--- src/logic/dma_defines.svh ---
////////////////////////////////////////
// DMA width and depth macros
////////////////////////////////////////

`ifndef DMA_DEFINES_SVH
`define DMA_DEFINES_SVH

`define DMA_DATA_W      32   // Bus word
`define DMA_MADDR_W     8    // SRAM word address
`define DMA_MEM_DEPTH   256  // SRAM words
`define DMA_SLOTS       4    // Request table entries
`define DMA_SLOT_W      2    // Slot index
`define DMA_CFG_ADDR_W  6    // Config byte address

`endif

--- src/logic/dma_pkg.sv ---
////////////////////////////////////////
// DMA shared types
////////////////////////////////////////

`include "dma_defines.svh"

`default_nettype none

package dma_pkg;

  typedef logic [`DMA_DATA_W-1:0]  word_t;       // One data word
  typedef logic [`DMA_MADDR_W-1:0] maddr_t;      // SRAM word address
  typedef logic [`DMA_MADDR_W-1:0] len_t;        // Copy length, 0 = nothing
  typedef logic [`DMA_SLOT_W-1:0]  slot_t;       // Table slot index
  typedef logic [`DMA_SLOTS-1:0]   slot_mask_t;  // One bit per slot

  // Copy engine FSM
  typedef enum logic [2:0] {IDLE, LOAD, READ, WRITE, FINISH} copy_state_e;

  // Who currently drives the SRAM bus
  typedef enum logic {OWN_ACCESS, OWN_COPY} bus_owner_e;

endpackage

`default_nettype wire

--- src/logic/dma_ifs.sv ---
////////////////////////////////////////
// DMA internal links
////////////////////////////////////////

`default_nettype none

// Simplified AHB-Lite style bus, one outstanding transfer
interface dma_bus_if;
  import dma_pkg::*;

  logic   hsel;       // Transfer request
  maddr_t haddr;
  logic   hwrite;
  word_t  hwdata;
  word_t  hrdata;     // Valid with hready on reads
  logic   hready;     // One-cycle completion pulse
  logic   hmastlock;  // Ownership request, held over a sequence

  modport initiator (output hsel, haddr, hwrite, hwdata, hmastlock,
                     input  hrdata, hready);
  modport memory    (input  hsel, haddr, hwrite, hwdata, hmastlock,
                     output hrdata, hready);
endinterface

// Request table to copy engine
interface dma_ctrl_if;
  import dma_pkg::*;

  slot_mask_t valid;     // Pending slots
  slot_t      read_pos;  // Slot shown on src/dst/len
  maddr_t     src;
  maddr_t     dst;
  len_t       len;
  slot_t      done_pos;
  logic       done_en;   // Single-cycle completion strobe

  modport tbl    (output valid, src, dst, len, input  read_pos, done_pos, done_en);
  modport engine (input  valid, src, dst, len, output read_pos, done_pos, done_en);
endinterface

`default_nettype wire

--- src/logic/dma_copy_engine.sv ---
////////////////////////////////////////
// DMA copy engine
////////////////////////////////////////

`include "dma_defines.svh"

`default_nettype none

module dma_copy_engine (
  input  logic         clk,
  input  logic         rst,
  dma_ctrl_if.engine   ctrl,
  dma_bus_if.initiator bus
);
  import dma_pkg::*;

  copy_state_e state;
  slot_t       slot;       // Slot in progress
  slot_t       first_slot; // Lowest pending slot
  maddr_t      src_q;
  maddr_t      dst_q;
  len_t        len_q;
  len_t        idx;        // Word counter
  len_t        idx_nxt;

  // Priority pick, lowest index wins
  always_comb begin
    first_slot = '0;
    for (int i = `DMA_SLOTS - 1; i >= 0; i--) begin
      if (ctrl.valid[i]) first_slot = slot_t'(i);
    end
  end

  assign idx_nxt = idx + 1'b1;

  ////////////////////////////////////////
  // Copy FSM
  ////////////////////////////////////////

  always_ff @(posedge clk) begin
    if (rst) begin
      state         <= IDLE;
      slot          <= '0;
      bus.hsel      <= 1'b0;
      bus.hmastlock <= 1'b0;
    end else begin
      case (state)
        IDLE: if (|ctrl.valid) begin
          slot  <= first_slot;
          state <= LOAD;
        end
        LOAD: begin  // Table shows slot now
          src_q <= ctrl.src;
          dst_q <= ctrl.dst;
          len_q <= ctrl.len;
          idx   <= '0;
          state <= (ctrl.len == '0) ? FINISH : READ;
        end
        READ: if (!bus.hmastlock) begin
          bus.hmastlock <= 1'b1;  // Lock for the read/write pair
          bus.hsel      <= 1'b1;
          bus.haddr     <= src_q + maddr_t'(idx);
          bus.hwrite    <= 1'b0;
        end else if (bus.hready) begin
          bus.hwdata <= bus.hrdata;  // Forward read word
          bus.hsel   <= 1'b0;
          state      <= WRITE;
        end
        WRITE: if (!bus.hsel) begin
          bus.hsel   <= 1'b1;
          bus.haddr  <= dst_q + maddr_t'(idx);
          bus.hwrite <= 1'b1;
        end else if (bus.hready) begin
          bus.hsel      <= 1'b0;
          bus.hmastlock <= 1'b0;  // Free bus between words
          idx           <= idx_nxt;
          state         <= (idx_nxt == len_q) ? FINISH : READ;
        end
        FINISH: state <= IDLE;
        default: state <= IDLE;
      endcase
    end
  end

  assign ctrl.read_pos = slot;
  assign ctrl.done_pos = slot;
  assign ctrl.done_en  = (state == FINISH);  // One cycle

endmodule

`default_nettype wire

--- src/flat_wrapper.sv ---
// flat-port wrapper written by rule: the top's interface ports become plain ports
module dma_copy_engine_flat import dma_pkg::*;
  (clk, rst, ctrl_valid, ctrl_src, ctrl_dst, ctrl_len, ctrl_read_pos, ctrl_done_pos, ctrl_done_en, bus_hsel, bus_haddr, bus_hwrite, bus_hwdata, bus_hmastlock, bus_hrdata, bus_hready);
  dma_ctrl_if ctrl_i ();
  dma_bus_if bus_i ();
  input  logic clk;
  input  logic rst;
  input wire logic [$bits(ctrl_i.valid)-1:0] ctrl_valid;
  input wire logic [$bits(ctrl_i.src)-1:0] ctrl_src;
  input wire logic [$bits(ctrl_i.dst)-1:0] ctrl_dst;
  input wire logic [$bits(ctrl_i.len)-1:0] ctrl_len;
  output wire logic [$bits(ctrl_i.read_pos)-1:0] ctrl_read_pos;
  output wire logic [$bits(ctrl_i.done_pos)-1:0] ctrl_done_pos;
  output wire logic [$bits(ctrl_i.done_en)-1:0] ctrl_done_en;
  output wire logic [$bits(bus_i.hsel)-1:0] bus_hsel;
  output wire logic [$bits(bus_i.haddr)-1:0] bus_haddr;
  output wire logic [$bits(bus_i.hwrite)-1:0] bus_hwrite;
  output wire logic [$bits(bus_i.hwdata)-1:0] bus_hwdata;
  output wire logic [$bits(bus_i.hmastlock)-1:0] bus_hmastlock;
  input wire logic [$bits(bus_i.hrdata)-1:0] bus_hrdata;
  input wire logic [$bits(bus_i.hready)-1:0] bus_hready;
  assign ctrl_i.valid = ctrl_valid;
  assign ctrl_i.src = ctrl_src;
  assign ctrl_i.dst = ctrl_dst;
  assign ctrl_i.len = ctrl_len;
  assign ctrl_read_pos = ctrl_i.read_pos;
  assign ctrl_done_pos = ctrl_i.done_pos;
  assign ctrl_done_en = ctrl_i.done_en;
  assign bus_hsel = bus_i.hsel;
  assign bus_haddr = bus_i.haddr;
  assign bus_hwrite = bus_i.hwrite;
  assign bus_hwdata = bus_i.hwdata;
  assign bus_hmastlock = bus_i.hmastlock;
  assign bus_i.hrdata = bus_hrdata;
  assign bus_i.hready = bus_hready;
  dma_copy_engine u_core (.clk(clk), .rst(rst), .ctrl(ctrl_i), .bus(bus_i));
endmodule
--- config.mk ---
export PLATFORM = sky130hd
export DESIGN_NAME = dma_copy_engine_flat
export DESIGN_NICKNAME = d
export VERILOG_FILES = /design/src/logic/dma_pkg.sv /design/src/logic/dma_ifs.sv /design/src/logic/dma_copy_engine.sv /design/src/flat_wrapper.sv
export VERILOG_INCLUDE_DIRS = /design/src /design/src/logic
export SDC_FILE = /design/constraint.sdc
export NUM_CORES = 1
export LEC_CHECK = 0
export ABC_AREA = 1
export BUFFER_PORTS_ARGS = -buffer_cell sky130_fd_sc_hd__buf_2
export CAP_MARGIN = 10
export CELL_PAD_IN_SITES_DETAIL_PLACEMENT = 1
export CELL_PAD_IN_SITES_GLOBAL_PLACEMENT = 1
export CORE_MARGIN = 2
export CORE_UTILIZATION = 40
export DETAILED_ROUTE_END_ITERATION = 10
export HOLD_SLACK_MARGIN = 0.03
export PLACE_DENSITY_LB_ADDON = 0.1
export SLEW_MARGIN = 20
export SYNTH_ARGS = -nofsm -noshare
export SYNTH_HDL_FRONTEND = slang
export SYNTH_SLANG_ARGS = --single-unit
--- constraint.sdc ---
create_clock -name clk -period 7.1 [get_ports clk]
set_clock_uncertainty 0.1 [all_clocks]
set_input_delay 1.42 -clock clk [delete_from_list [all_inputs] [get_ports clk]]
set_output_delay 1.42 -clock clk [all_outputs]
set_load 0.005 [all_outputs]
---- Yosys cells after proc, flatten, opt, wreduce, memory -nomap -nowiden ----
Index checks and enable logic that the tools add are counted.
word-level totals
  output and inout port bits .............. 48
  input port bits ......................... 63
  word-level logic and storage cells ...... 69
  flip-flop bits (word level) ............. 80
operators by class
  add/sub/neg operators ................... 3
  bitwise gates (word level) .............. 1
  eq/ne operators ......................... 13
  muxes and demuxes ....................... 28
  reductions and logical operators ........ 13
operators by type and width
  cell                                                                   number
  8-bit two-way mux                                                      4
  8-bit case mux with 2 select lines                                     2
  3-bit two-way mux                                                      7
  8-bit adder                                                            2
  3-bit case mux with 4 select lines                                     1
  4-bit AND reduction                                                    3
  8-bit by 1-bit adder with 8-bit output, second input constant          1
  8-bit equality test                                                    1
  8-bit logical NOT                                                      1
  2-bit two-way mux                                                      4
  2-bit != test, second input constant                                   4
  1-bit two-way mux                                                      7
  3-bit by 2-bit equality test with 1-bit output, second input constant  2
  2-bit by 1-bit != test with 1-bit output, second input constant        3
  1-bit case mux with 2 select lines                                     3
  2-bit AND reduction                                                    3
  5-bit AND reduction                                                    1
  2-bit nonzero test                                                     2
  4-bit OR reduction                                                     1
  3-bit by 1-bit equality test with 1-bit output, second input constant  1
  3-bit equality test, second input constant                             1
  3-bit logical NOT                                                      1
  3-bit != test, second input constant                                   1
  3-bit AND reduction                                                    1
  1-bit NOT                                                              1

---- Longest topological paths before layout ----
Gate-level depths: netlist of the first run.
  depth after elaboration ................. 6
  mapped depth ............................ 18
  gate-level depth less buffers ........... 17

---- Least setup slack after synthesis of the first run ----
No wires, ideal clock.
  kind .................................... input -> register
  start ................................... input port rst
  end ..................................... register u_core.bus.hwdata[0], enable pin
  library setup time ...................... 461 ps
  path buffers ............................ 1
  stages .................................. 2
  data required time ...................... 6,539 ps
  data arrival time ....................... 3,858 ps
  path slack .............................. 2,681 ps
  cell sequence ........................... buf_1 nor3_1
on the way
  cells in the longest elaborated chain, start to end .. 2
RTL lines
  item                           line                   RTL
  start: declaration             flat_wrapper.sv:7      input logic rst;
  1-bit NOT (no line)            --
  4-bit AND reduction (no line)  --
  end signal: assignment         dma_copy_engine.sv:65  bus.hwdata <= bus.hrdata;
  end: declaration               dma_ifs.sv:19          modport initiator (output hsel, haddr, hwrite, hwdata, hmastlock,
Every way passes these cells.
A chain may end at the register's enable or synchronous reset.

---- Worst setup path in the final report of the first run ----
  start ................................... register u_core.state[1]
  end ..................................... register u_core.bus.haddr[6] (data pin)
on the way
  cells in the longest elaborated chain, start to end .. 2
  elaborated cells between the ends (all ways) .. 3
  classes of those cells .................. eq/ne: 2; mux: 1
RTL lines
  item                                            line                   RTL
  start: declaration                              dma_copy_engine.sv:17  copy_state_e state;
  start signal: assignment                        dma_copy_engine.sv:57  state <= (ctrl.len == '0) ? FINISH : READ;
  start signal: assignment                        dma_copy_engine.sv:77  state <= (idx_nxt == len_q) ? FINISH : READ;
  3-bit by 2-bit equality test with 1-bit output  dma_copy_engine.sv:47  case (state)
  8-bit case mux with 2 select lines (*)          dma_copy_engine.sv:47
  end signal: assignment                          dma_copy_engine.sv:62  bus.haddr <= src_q + maddr_t'(idx);
  end signal: assignment                          dma_copy_engine.sv:71  bus.haddr <= dst_q + maddr_t'(idx);
  end: declaration                                dma_ifs.sv:19
Mark *: on every way between the ends. The rest lies on a longest branch, timed or not.

==> results.tsv, run 1 <==
metric	value	unit
Slew @ Worst Pin	0.7331	ns
worst setup margin	3.675	ns
CP Data Arrival Time	3.44	ns
Setup TNS Final	0	ns
hold depth	2	
clock tree buffer depth	2	
worst min path class	reg2reg	
largest family of logic cells by synthesized area	simple AND/OR/NAND/NOR gates	
cts repair resizes	0	
width of the die	95.90	um
sequential power share	0.491	
Sw Pwr	0.3946	mW
Synth Instances	289	
n_diodes	0	
Layout Cells excl Fill	518	
Post-Syn Nets	361	
synth warn	0	
via count	2500	
Max Cap Violations	0	
Post-DP HPWL	6125	um
Area after DPL	4064	sq um
Initial Util	0.4111	
mux share of post-synthesis cell area	0.002963	
RSZ-0062 raised after global routing	false	
Post-Synth Simple-Gate Area	0.1578	
most frequent cells in the layout	110 x buf_2, 73 x edfxtp_1, 67 x nand2_1, 33 x inv_1, 20 x nor2_1	
adder-cell share of the synthesized area	0.03556	
area of the die	9197	sq um
Via density	4.826	
initial antenna violation count	0	
layout cells sized above 1	0.3317	
Tmin final	3.425	ns
# rows	33	
GR Util All Layers	0.1815	
number of synthesized register bits	80	
Sw Share	0.3133	
Highest Clock Rate	0.2920	GHz
area delta synth->final	26.48	%
Sink Count	80	
Synth cell types	31	
GP Congestion	0.7548	
cell area after layout	4273	sq um
sequential fraction of the synthesis area	0.6904	
syn_area_per_cell	11.69	sq um
CTS root buf	clkbuf_8	
CP endpoint kind	register	
Die H	95.90	um
Clk pwr share	0.281	
CP bufs+invs	3	
vias in the first global route	2606	
post-placement worst setup slack	3.658	ns
Gate power share	0.228	
CTS H-tree depth	3	
CTS tree	done	
CP required	7.11	ns
hold_buf cts	0	
Slew Viols, Final	0	
ratio of final minimum period to clock period	0.4823	
worst-path fanout max	19	
NumNets Final	480	
setup bufs post-CTS	0	
Internal	0.8650	mW
Mapped Area	3378	sq um
CP Class	reg2reg	
max_slew headroom	0.5095	
Detailed Routing Iterations Pass 1	4	
CP Launch Type	register	
GRT overflow	0	
CTS buffer count	9	
number of remaining DRC errors	0	
outcome	completed	
worst reg-to-reg path cell count	10	
Synth Area in Compound Gates	0.04963	
crit path cell chain	inv_1 -> nor2_4 -> clkinv_1 -> o21ai_0 -> inv_1 -> fa_1 -> o21ai_0 -> a21oi_1 -> o21ai_0 -> xor2_1	
Initial DRC Count	88	
core footprint	8217	sq um
PwrDens	294.8	nW/um^2
Stages on worst setup path	10	
Peak supply drop	0.1316	mV
Hold Violations, Final	0	
fin util	0.5200	
# setup viols final	0	
post-synthesis xor/xnor area fraction	0.01815	
CP max stage delay	0.54	ns
IO Pins	111	
cell mode on critical path	o21ai_0	
Antenna Violating Nets Remaining	0	
Top delay family on crit path	compound AO/OA/AOI/OAI gates	
Routed wire per std cell	15.35	um
Worst-Skew Late Latency	0.36	ns
pin count of the biggest net entering global routing	33	
static leakage	1.840	nW
Port Buffer Count	110	
slowest CP cell	clkinv_1	
Inst Count DP	502	
Reg clk slew, reported paths	0.09	ns
Total Routed Length	7952	um
first-pass GRT wire length	12320	um
commonest non-fill, non-tap cell in the layout	buf_2	
-- area by class of cell --
type | count | area (sq um)
repair buffers | 113 | 573.1
fillers | 937 | 3944
inverters | 34 | 127.6
flip-flops and latches | 80 | 2332
multi-input cells | 170 | 899.6
clock buffers | 9 | 123.9
clock inverters | 7 | 85.08
well taps | 105 | 131.4
-- power groups by stage --
stage	clock [mW]	sequential (mW)	combinational, mW
3_5_place_dp	0	0.629	0.292
2_1_floorplan	0	0.623	0.191
4_1_cts	0.364	0.619	0.294
3_3_place_gp	0	0.628	0.276
6_report	0.354	0.618	0.287
5_1_grt	0.379	0.625	0.329
-- final timing paths --
path	endpoint	slack, ns	startpoint
setup / recovery	u_core.bus.haddr[6]	3.68	u_core.state[1]
hold / removal	u_core.ctrl.done_pos[1]	0.38	u_core.ctrl.done_pos[1]
setup reg to reg	u_core.bus.haddr[6]	3.68	u_core.state[1]
hold reg to reg	u_core.ctrl.done_pos[1]	0.38	u_core.ctrl.done_pos[1]
-- state kept, by name, summed over array words and instances, names as in the netlist, 2 cells and up --
register / flops
u_core.bus.haddr: 8
u_core.bus.hwdata: 32
u_core.ctrl.done_pos: 2
u_core.dst_q: 8
u_core.idx: 8
u_core.len_q: 8
u_core.src_q: 8
u_core.state: 3
-- per-stage QoR --
stage          hold slack, ns  power [mW]
2_1_floorplan          0.3653      0.8140
3_5_place_dp           0.3701      0.9208
5_1_grt                0.4292       1.333
3_3_place_gp           0.3577      0.9034
6_report               0.3834       1.260
4_1_cts                0.3882       1.278
-- cell families (layout without fill, tap and decap cells) --
family / after synthesis / count (layout)
buffers and inverters: 39 / 163
XOR/XNOR: 7 / 7
multiplexers: 1 / 1
flip-flops: 80 / 80
adder cells (fa/ha/maj): 9 / 9
AND/OR/NAND/NOR: 123 / 123
AO/OA/AOI/OAI: 30 / 30
-- worst reg2reg max path, stage by stage (launching register included) --
cell	delay, ns
dfxtp_1	0.41
inv_1	0.12
nor2_4	0.31
clkinv_1	0.54
o21ai_0	0.45
inv_1	0.11
fa_1	0.43
o21ai_0	0.30
a21oi_1	0.11
o21ai_0	0.20
xor2_1	0.09
-- synthesized netlist by cell type --
cell type	instances	area, sq um
a21oi_1	13	65.06
nand3b_1	1	7.510
and2_1	2	12.51
nor3_1	5	25.02
or2_0	1	6.260
dfxtp_1	7	140.1
o21ai_0	10	50.05
o21bai_1	3	22.52
nor2_2	2	12.51
o21ai_1	1	5.000
nand3_1	17	85.08
a21boi_0	1	7.510
buf_1	1	3.750
nand2_2	2	12.51
nand2_1	67	251.5
buf_4	2	15.01
nor2_4	2	22.52
o211a_1	1	10.01
nor2_1	21	78.83
clkinv_1	1	3.750
mux2i_1	1	10.01
clkbuf_1	2	7.510
nor4_1	2	12.51
xnor2_1	2	17.52
edfxtp_1	73	2192
xor2_1	5	43.79
and3_1	1	6.260
fa_1	1	20.02
inv_1	33	123.9
ha_1	8	100.1
a211oi_1	1	7.510
-- per-layer routing --
metal / share of wire / track usage / vias to the layer above
met2: 0.55 / 0.3333 / 63
met1: 0.38 / 0.1973 / 1206
met3: 0.046 / 0.04855 / 12
li1: - / - / 1219
met4: 0.018 / 0.07262 / 0
met5: 0 / 0 / -
(Power assumes the default switching activity.)
==> inputs of run 2 (changes only) <==
--- a/config.mk
+++ b/config.mk
@@ -6,7 +6,7 @@
 export SDC_FILE = /design/constraint.sdc
 export NUM_CORES = 1
 export LEC_CHECK = 0
-export ABC_AREA = 1
+export ABC_AREA = 0
 export BUFFER_PORTS_ARGS = -buffer_cell sky130_fd_sc_hd__buf_2
 export CAP_MARGIN = 10
 export CELL_PAD_IN_SITES_DETAIL_PLACEMENT = 1
==> constraint.sdc (replaced) <==
create_clock -name clk -period 3.2 [get_ports clk]
set_clock_uncertainty 0.1 [all_clocks]
set_input_delay 0.64 -clock clk [delete_from_list [all_inputs] [get_ports clk]]
set_output_delay 0.64 -clock clk [all_outputs]
set_load 0.005 [all_outputs]
==> results.tsv, run 2 <==
metric	value	unit	change
Biggest register	u_core.bus.hwdata		
# rows	33		unchanged
flip-flop count of the largest register, all copies and words added	32		unchanged
layout cells sized above 1	0.4096		+0.07789
Setup TNS Final	0	ns	unchanged
area delta synth->final	26.02	%	
vias in the first global route	2419		-7.2%
IO Pins	111		unchanged
commonest cells in the netlist	73 x edfxtp_1, 21 x nor2_1, 15 x nand2_1		
GP Congestion	0.7687		+1.8%
syn_area_per_cell	14.67	sq um	+26%
CP required	3.20	ns	-3.91 ns
number of remaining DRC errors	0		unchanged
Hold Violations, Final	0		unchanged
Sink Count	80		unchanged
sequential fraction of the synthesis area	0.6881		-0.002294
Synth Instances	231		-20%
Tmin final	2.858	ns	-0.5667 ns
Synth cell types	50		+61%
largest cells by area after synthesis	edfxtp_1 65%, dfxtp_1 4.1%, xnor2_1 3.4%		
Initial Util	0.4125		+0.001371
ratio of final minimum period to clock period	0.8931		+0.4107
fin util	0.5199		about the same
Sw Share	0.2622		-0.05110
PwrDens	556.1	nW/um^2	+89%
Post-Syn Nets	303		-16%
ys flop type	edfxtp_1		
width of the die	96.05	um	+0.16%
CTS H-tree depth	3		unchanged
CTS root buf	clkbuf_8		
worst-path fanout max	10		-9
worst reg-to-reg path cell count	13		+3
hold depth	1		-1
Initial DRC Count	78		-11%
Via density	4.961		+2.8%
GR Util All Layers	0.1676		-0.01382
static leakage	1.720	nW	-6.5%
Total Routed Length	7170	um	-9.8%
max_slew headroom	0.6006		+0.09115
Post-DP HPWL	5629	um	-8.1%
Clk pwr share	0.321		+0.040
sequential power share	0.534		+0.043
n_diodes	0		unchanged
# setup viols final	0		unchanged
worst min path class	in2reg		
commonest non-fill, non-tap cell in the layout	buf_2		
ys async rst share	0		unchanged
CTS tree	done		
Post-synth EDFFs	73		unchanged
CTS buffer count	9		unchanged
hold slack	0.3595	ns	-0.02393 ns
most frequent cells in the layout	110 x buf_2, 73 x edfxtp_1, 20 x nor2_1, 15 x nand2_1, 13 x xnor2_1		
GRT overflow	0		unchanged
clock tree buffer depth	2		unchanged
Detailed Routing Iterations Pass 1	4		unchanged
CP Data Arrival Time	2.86	ns	-0.58 ns
Slew Viols, Final	0		unchanged
hold_buf cts	0		unchanged
CP endpoint kind	register		
post-placement worst setup slack	0.2163	ns	-3.442 ns
Highest Clock Rate	0.3499	GHz	+20%
Slew @ Worst Pin	0.5984	ns	-0.1347 ns
core footprint	8217	sq um	unchanged
post-synth top area cell	edfxtp_1		
Internal	1.753	mW	+100%
Reg clk slew, reported paths	0.09	ns	about the same
NumNets Final	421		-12%
Area after DPL	4068	sq um	about the same
Port Buffer Count	110		unchanged
worst setup margin	0.3422	ns	-3.333 ns
setup bufs post-CTS	0		unchanged
Die H	96.05	um	+0.16%
share of the synthesized area in the top cell type	0.6467		-0.002156
Antenna Violating Nets Remaining	0		unchanged
Peak supply drop	0.2856	mV	+120%
Max Cap Violations	0		unchanged
cell area after layout	4272	sq um	about the same
initial antenna violation count	0		unchanged
Sw Pwr	0.6227	mW	+58%
CP Launch Type	register		
Routed wire per std cell	15.62	um	+1.8%
count leader, synth	edfxtp_1		
area of the die	9226	sq um	+0.31%
RSZ-0062 raised after global routing	false		
Gate power share	0.145		-0.083
synth warn	0		unchanged
Mapped Area	3390	sq um	+0.33%
outcome	completed		
Worst-Skew Late Latency	0.34	ns	-0.02 ns
pin count of the biggest net entering global routing	33		unchanged
number of synthesized register bits	80		unchanged
via count	2277		-8.9%
CP Class	reg2reg		
first-pass GRT wire length	11400	um	-7.5%
==> run 2: critical path, stage by stage, from the launching register on <==
cell	delay [ns]
dfxtp_2	0.45
inv_2	0.08
nor2_4	0.14
nand2_2	0.16
mux2_1	0.36
ha_1	0.22
inv_1	0.07
fa_1	0.20
inv_1	0.05
a21o_1	0.15
a21oi_1	0.23
o21bai_1	0.10
a21oi_1	0.20
xnor2_1	0.10
==> run 2: final cells by class <==
class	count	area (sq um)
clock inverter	7	78.83
fill	896	3945
clock buffer	9	123.9
multi-input combinational	131	967.2
timing repair buffer	116	595.6
sequential	80	2333
inverter	11	41.29
tap	105	131.4
==> run 2: stage by stage <==
| step | power, mW | instances |
|---|---|---|
| 3_3_place_gp | 1.625 | 443 |
| 3_5_place_dp | 1.642 | 443 |
| 5_1_grt | 2.491 | 459 |
| 2_1_floorplan | 1.515 | 231 |
| 4_1_cts | 2.404 | 459 |
| 6_report | 2.375 | 459 |
==> run 2: worst paths after layout <==
check                          startpoint                 endpoint  slack (ns)
setup / recovery          u_core.state[1]      u_core.bus.haddr[6]        0.34
hold / removal             bus_hrdata[13]    u_core.bus.hwdata[13]        0.36
setup reg to reg          u_core.state[1]      u_core.bus.haddr[6]        0.34
hold reg to reg   u_core.ctrl.done_pos[0]  u_core.ctrl.done_pos[0]        0.38
==> run 2: what timing repair did <==
item / 4_1_cts / 5_1_grt
resized for setup: 0 / 1
endpoints found under the hold margin: 0 / 0
endpoints found under the setup margin: 0 / 1
==> run 2: logic make-up after synthesis <==
family | share of synthesized area
DFF | 0.6881
and+or+nand+nor | 0.09672
AOI/OAI and AO/OA | 0.05833
xor gates and xnor gates | 0.05168
buffers and inverters | 0.03174
muxes | 0.03802
adders and majority gates | 0.03544
==> run 2: routing by layer <==
metal / vias to the layer above / track usage / wire length, um
met5: - / 0 / 0
met4: 0 / 0.09286 / 261
met2: 76 / 0.2882 / 3622
met1: 1096 / 0.1869 / 2869
li1: 1083 / - / -
met3: 22 / 0.04620 / 416
==> run 2: power by group through the flow <==
stage	Combinational, mW	Sequential, mW	Clock (mW)
detailed placement	0.350	1.29	0
global placement	0.336	1.29	0
floorplan	0.240	1.28	0
CTS	0.351	1.27	0.785
global route	0.392	1.28	0.822
finish	0.345	1.27	0.763
==> inputs of run 3 (changes only) <==
--- a/config.mk
+++ b/config.mk
@@ -16,6 +16,7 @@
 export DETAILED_ROUTE_END_ITERATION = 10
 export HOLD_SLACK_MARGIN = 0.03
 export PLACE_DENSITY_LB_ADDON = 0.1
+export RECOVER_POWER = 100
 export SLEW_MARGIN = 20
 export SYNTH_ARGS = -nofsm -noshare
 export SYNTH_HDL_FRONTEND = slang
==> results.tsv, run 3 (synthesis results as in run 2) <==
metric	value	unit	change
IO Pins	111		unchanged
WL met1	2920	um	+1.8%
Top delay family on crit path	compound AO/OA/AOI/OAI gates		
post-placement worst setup slack	0.2163	ns	unchanged
Setup TNS Final	0	ns	unchanged
CP Class	reg2reg		
CP required	3.20	ns	about the same
metal2 WL	3648	um	+0.72%
cts repair resizes	0		unchanged
worst-path fanout max	10		unchanged
Worst-Skew Late Latency	0.35	ns	about the same
GRT overflow	0		unchanged
Slew @ Worst Pin	0.9704	ns	+0.3720 ns
RSZ-0062 raised after global routing	false		
area delta synth->final	23.55	%	
slowest CP cell	dfxtp_2		
hold_buf cts	0		unchanged
Die H	96.05	um	unchanged
fill count	908		+1.3%
via count	2264		-0.57%
# rows	33		unchanged
outcome	completed		
CP endpoint kind	register		
Final Power	2.359	mW	-0.70%
n_diodes	0		unchanged
PwrDens	563.2	nW/um^2	+1.3%
flip-flop count of the largest register, all copies and words added	32		unchanged
CTS buffer count	9		unchanged
metal3 WL	424	um	+1.9%
Tmin final	2.880	ns	+0.02256 ns
Reg clk slew, reported paths	0.09	ns	about the same
CTS root buf	clkbuf_8		
area of the die	9226	sq um	unchanged
Highest Clock Rate	0.3472	GHz	-0.78%
layout cells sized above 1	0.2910		-0.1186
setup bufs post-CTS	0		unchanged
CTS tree	done		
Peak supply drop	0.2844	mV	-0.41%
worst setup margin	0.3196	ns	-0.02256 ns
most frequent cells in the layout	77 x buf_2, 73 x edfxtp_1, 38 x clkbuf_1, 21 x nor2_1, 15 x nand2_1		
CP Launch Type	register		
worst min path class	in2reg		
number of remaining DRC errors	0		unchanged
static leakage	1.602	nW	-6.9%
Initial DRC Count	68		-13%
CTS H-tree depth	3		unchanged
# setup viols final	0		unchanged
width of the die	96.05	um	unchanged
Post-DP HPWL	5629	um	unchanged
Detailed Routing Iterations Pass 1	4		unchanged
Port Buffer Count	110		unchanged
first-pass GRT wire length	11400	um	unchanged
crit path cell chain	inv_1 -> nor2_4 -> nand2_2 -> mux2_1 -> ha_1 -> inv_1 -> fa_1 -> inv_1 -> a21o_1 -> a21oi_1 -> o21bai_1 -> a21oi_1 -> xnor2_1		
CP Data Arrival Time	2.88	ns	+0.02 ns
Sink Count	80		unchanged
clock tree buffer depth	2		unchanged
Slew Viols, Final	0		unchanged
Via density	4.932		-0.57%
Total Routed Length	7208	um	+0.53%
ratio of final minimum period to clock period	0.9001		+0.007051
Biggest register	u_core.bus.hwdata		
Initial Util	0.4125		unchanged
commonest non-fill, non-tap cell in the layout	buf_2		
NumNets Final	421		unchanged
Area after DPL	4068	sq um	unchanged
GR Util All Layers	0.1676		unchanged
max_slew headroom	0.3507		-0.2499
CP max stage delay	0.43	ns	-0.02 ns
initial antenna violation count	0		unchanged
Max Cap Violations	0		unchanged
vias in the first global route	2419		unchanged
cell mode on critical path	inv_1		
GP Congestion	0.7687		unchanged
CP bufs+invs	3		unchanged
pin count of the biggest net entering global routing	33		unchanged
cell area after layout	4188	sq um	-2.0%
uppermost layer routed	met4		
core footprint	8217	sq um	unchanged
Hold Violations, Final	0		unchanged
Routed wire per std cell	15.70	um	+0.53%
Antenna Violating Nets Remaining	0		unchanged
## run 3: layer usage
metal  global-route usage  up-vias
li1                     -     1080
met1               0.1869     1089
met2               0.2882       77
met3              0.04620       18
met4              0.09286        0
met5                    0        -
## run 3: layout make-up
class                           count  area, sq um  share of cell area
Sequential cell                    80         2333              0.5572
Multi-Input combinational cell    131        945.9              0.2259
Timing Repair Buffer              116        533.0              0.1273
Tap cell                          105        131.4             0.03137
Clock buffer                        9        123.9             0.02958
Clock inverter                      7        78.83             0.01882
Inverter                           11        41.29            0.009860
## run 3: final timing paths
| check | end | from | cells after the start | slack (ns) |
|---|---|---|---|---|
| min | u_core.bus.hwdata[13] | bus_hrdata[13] | 1 | 0.36 |
| max reg2reg | u_core.bus.haddr[6] | u_core.state[1] | 13 | 0.32 |
| min reg2reg | u_core.ctrl.done_pos[0] | u_core.ctrl.done_pos[0] | 2 | 0.39 |
| max | u_core.bus.haddr[6] | u_core.state[1] | 13 | 0.32 |
## run 3: worst register-to-register path, stage by stage, from the launching register on
cell and delay [ns]:
dfxtp_2 0.43, inv_1 0.11, nor2_4 0.15, nand2_2 0.16, mux2_1 0.36, ha_1 0.22
inv_1 0.07, fa_1 0.20, inv_1 0.05, a21o_1 0.15, a21oi_1 0.23, o21bai_1 0.10
a21oi_1 0.20, xnor2_1 0.10
## run 3: stage by stage
| stage | hold slack (ns) | utilization | std cells |
|---|---|---|---|
| after floorplan | 0.3765 | - | 231 |
| after global placement | 0.3814 | 0.4951 | 443 |
| after detailed placement | 0.3808 | 0.4951 | 443 |
| after CTS | 0.3417 | 0.5197 | 459 |
| after global routing | 0.3366 | 0.5097 | 459 |
| final | 0.3580 | 0.5097 | 459 |
## run 3: where the power goes
group          total (mW)  switching (mW)  leakage, nW  internal, mW
Combinational       0.327           0.181        0.778         0.146
Clock               0.763           0.393       0.0998         0.370
Sequential           1.27          0.0454        0.724          1.22
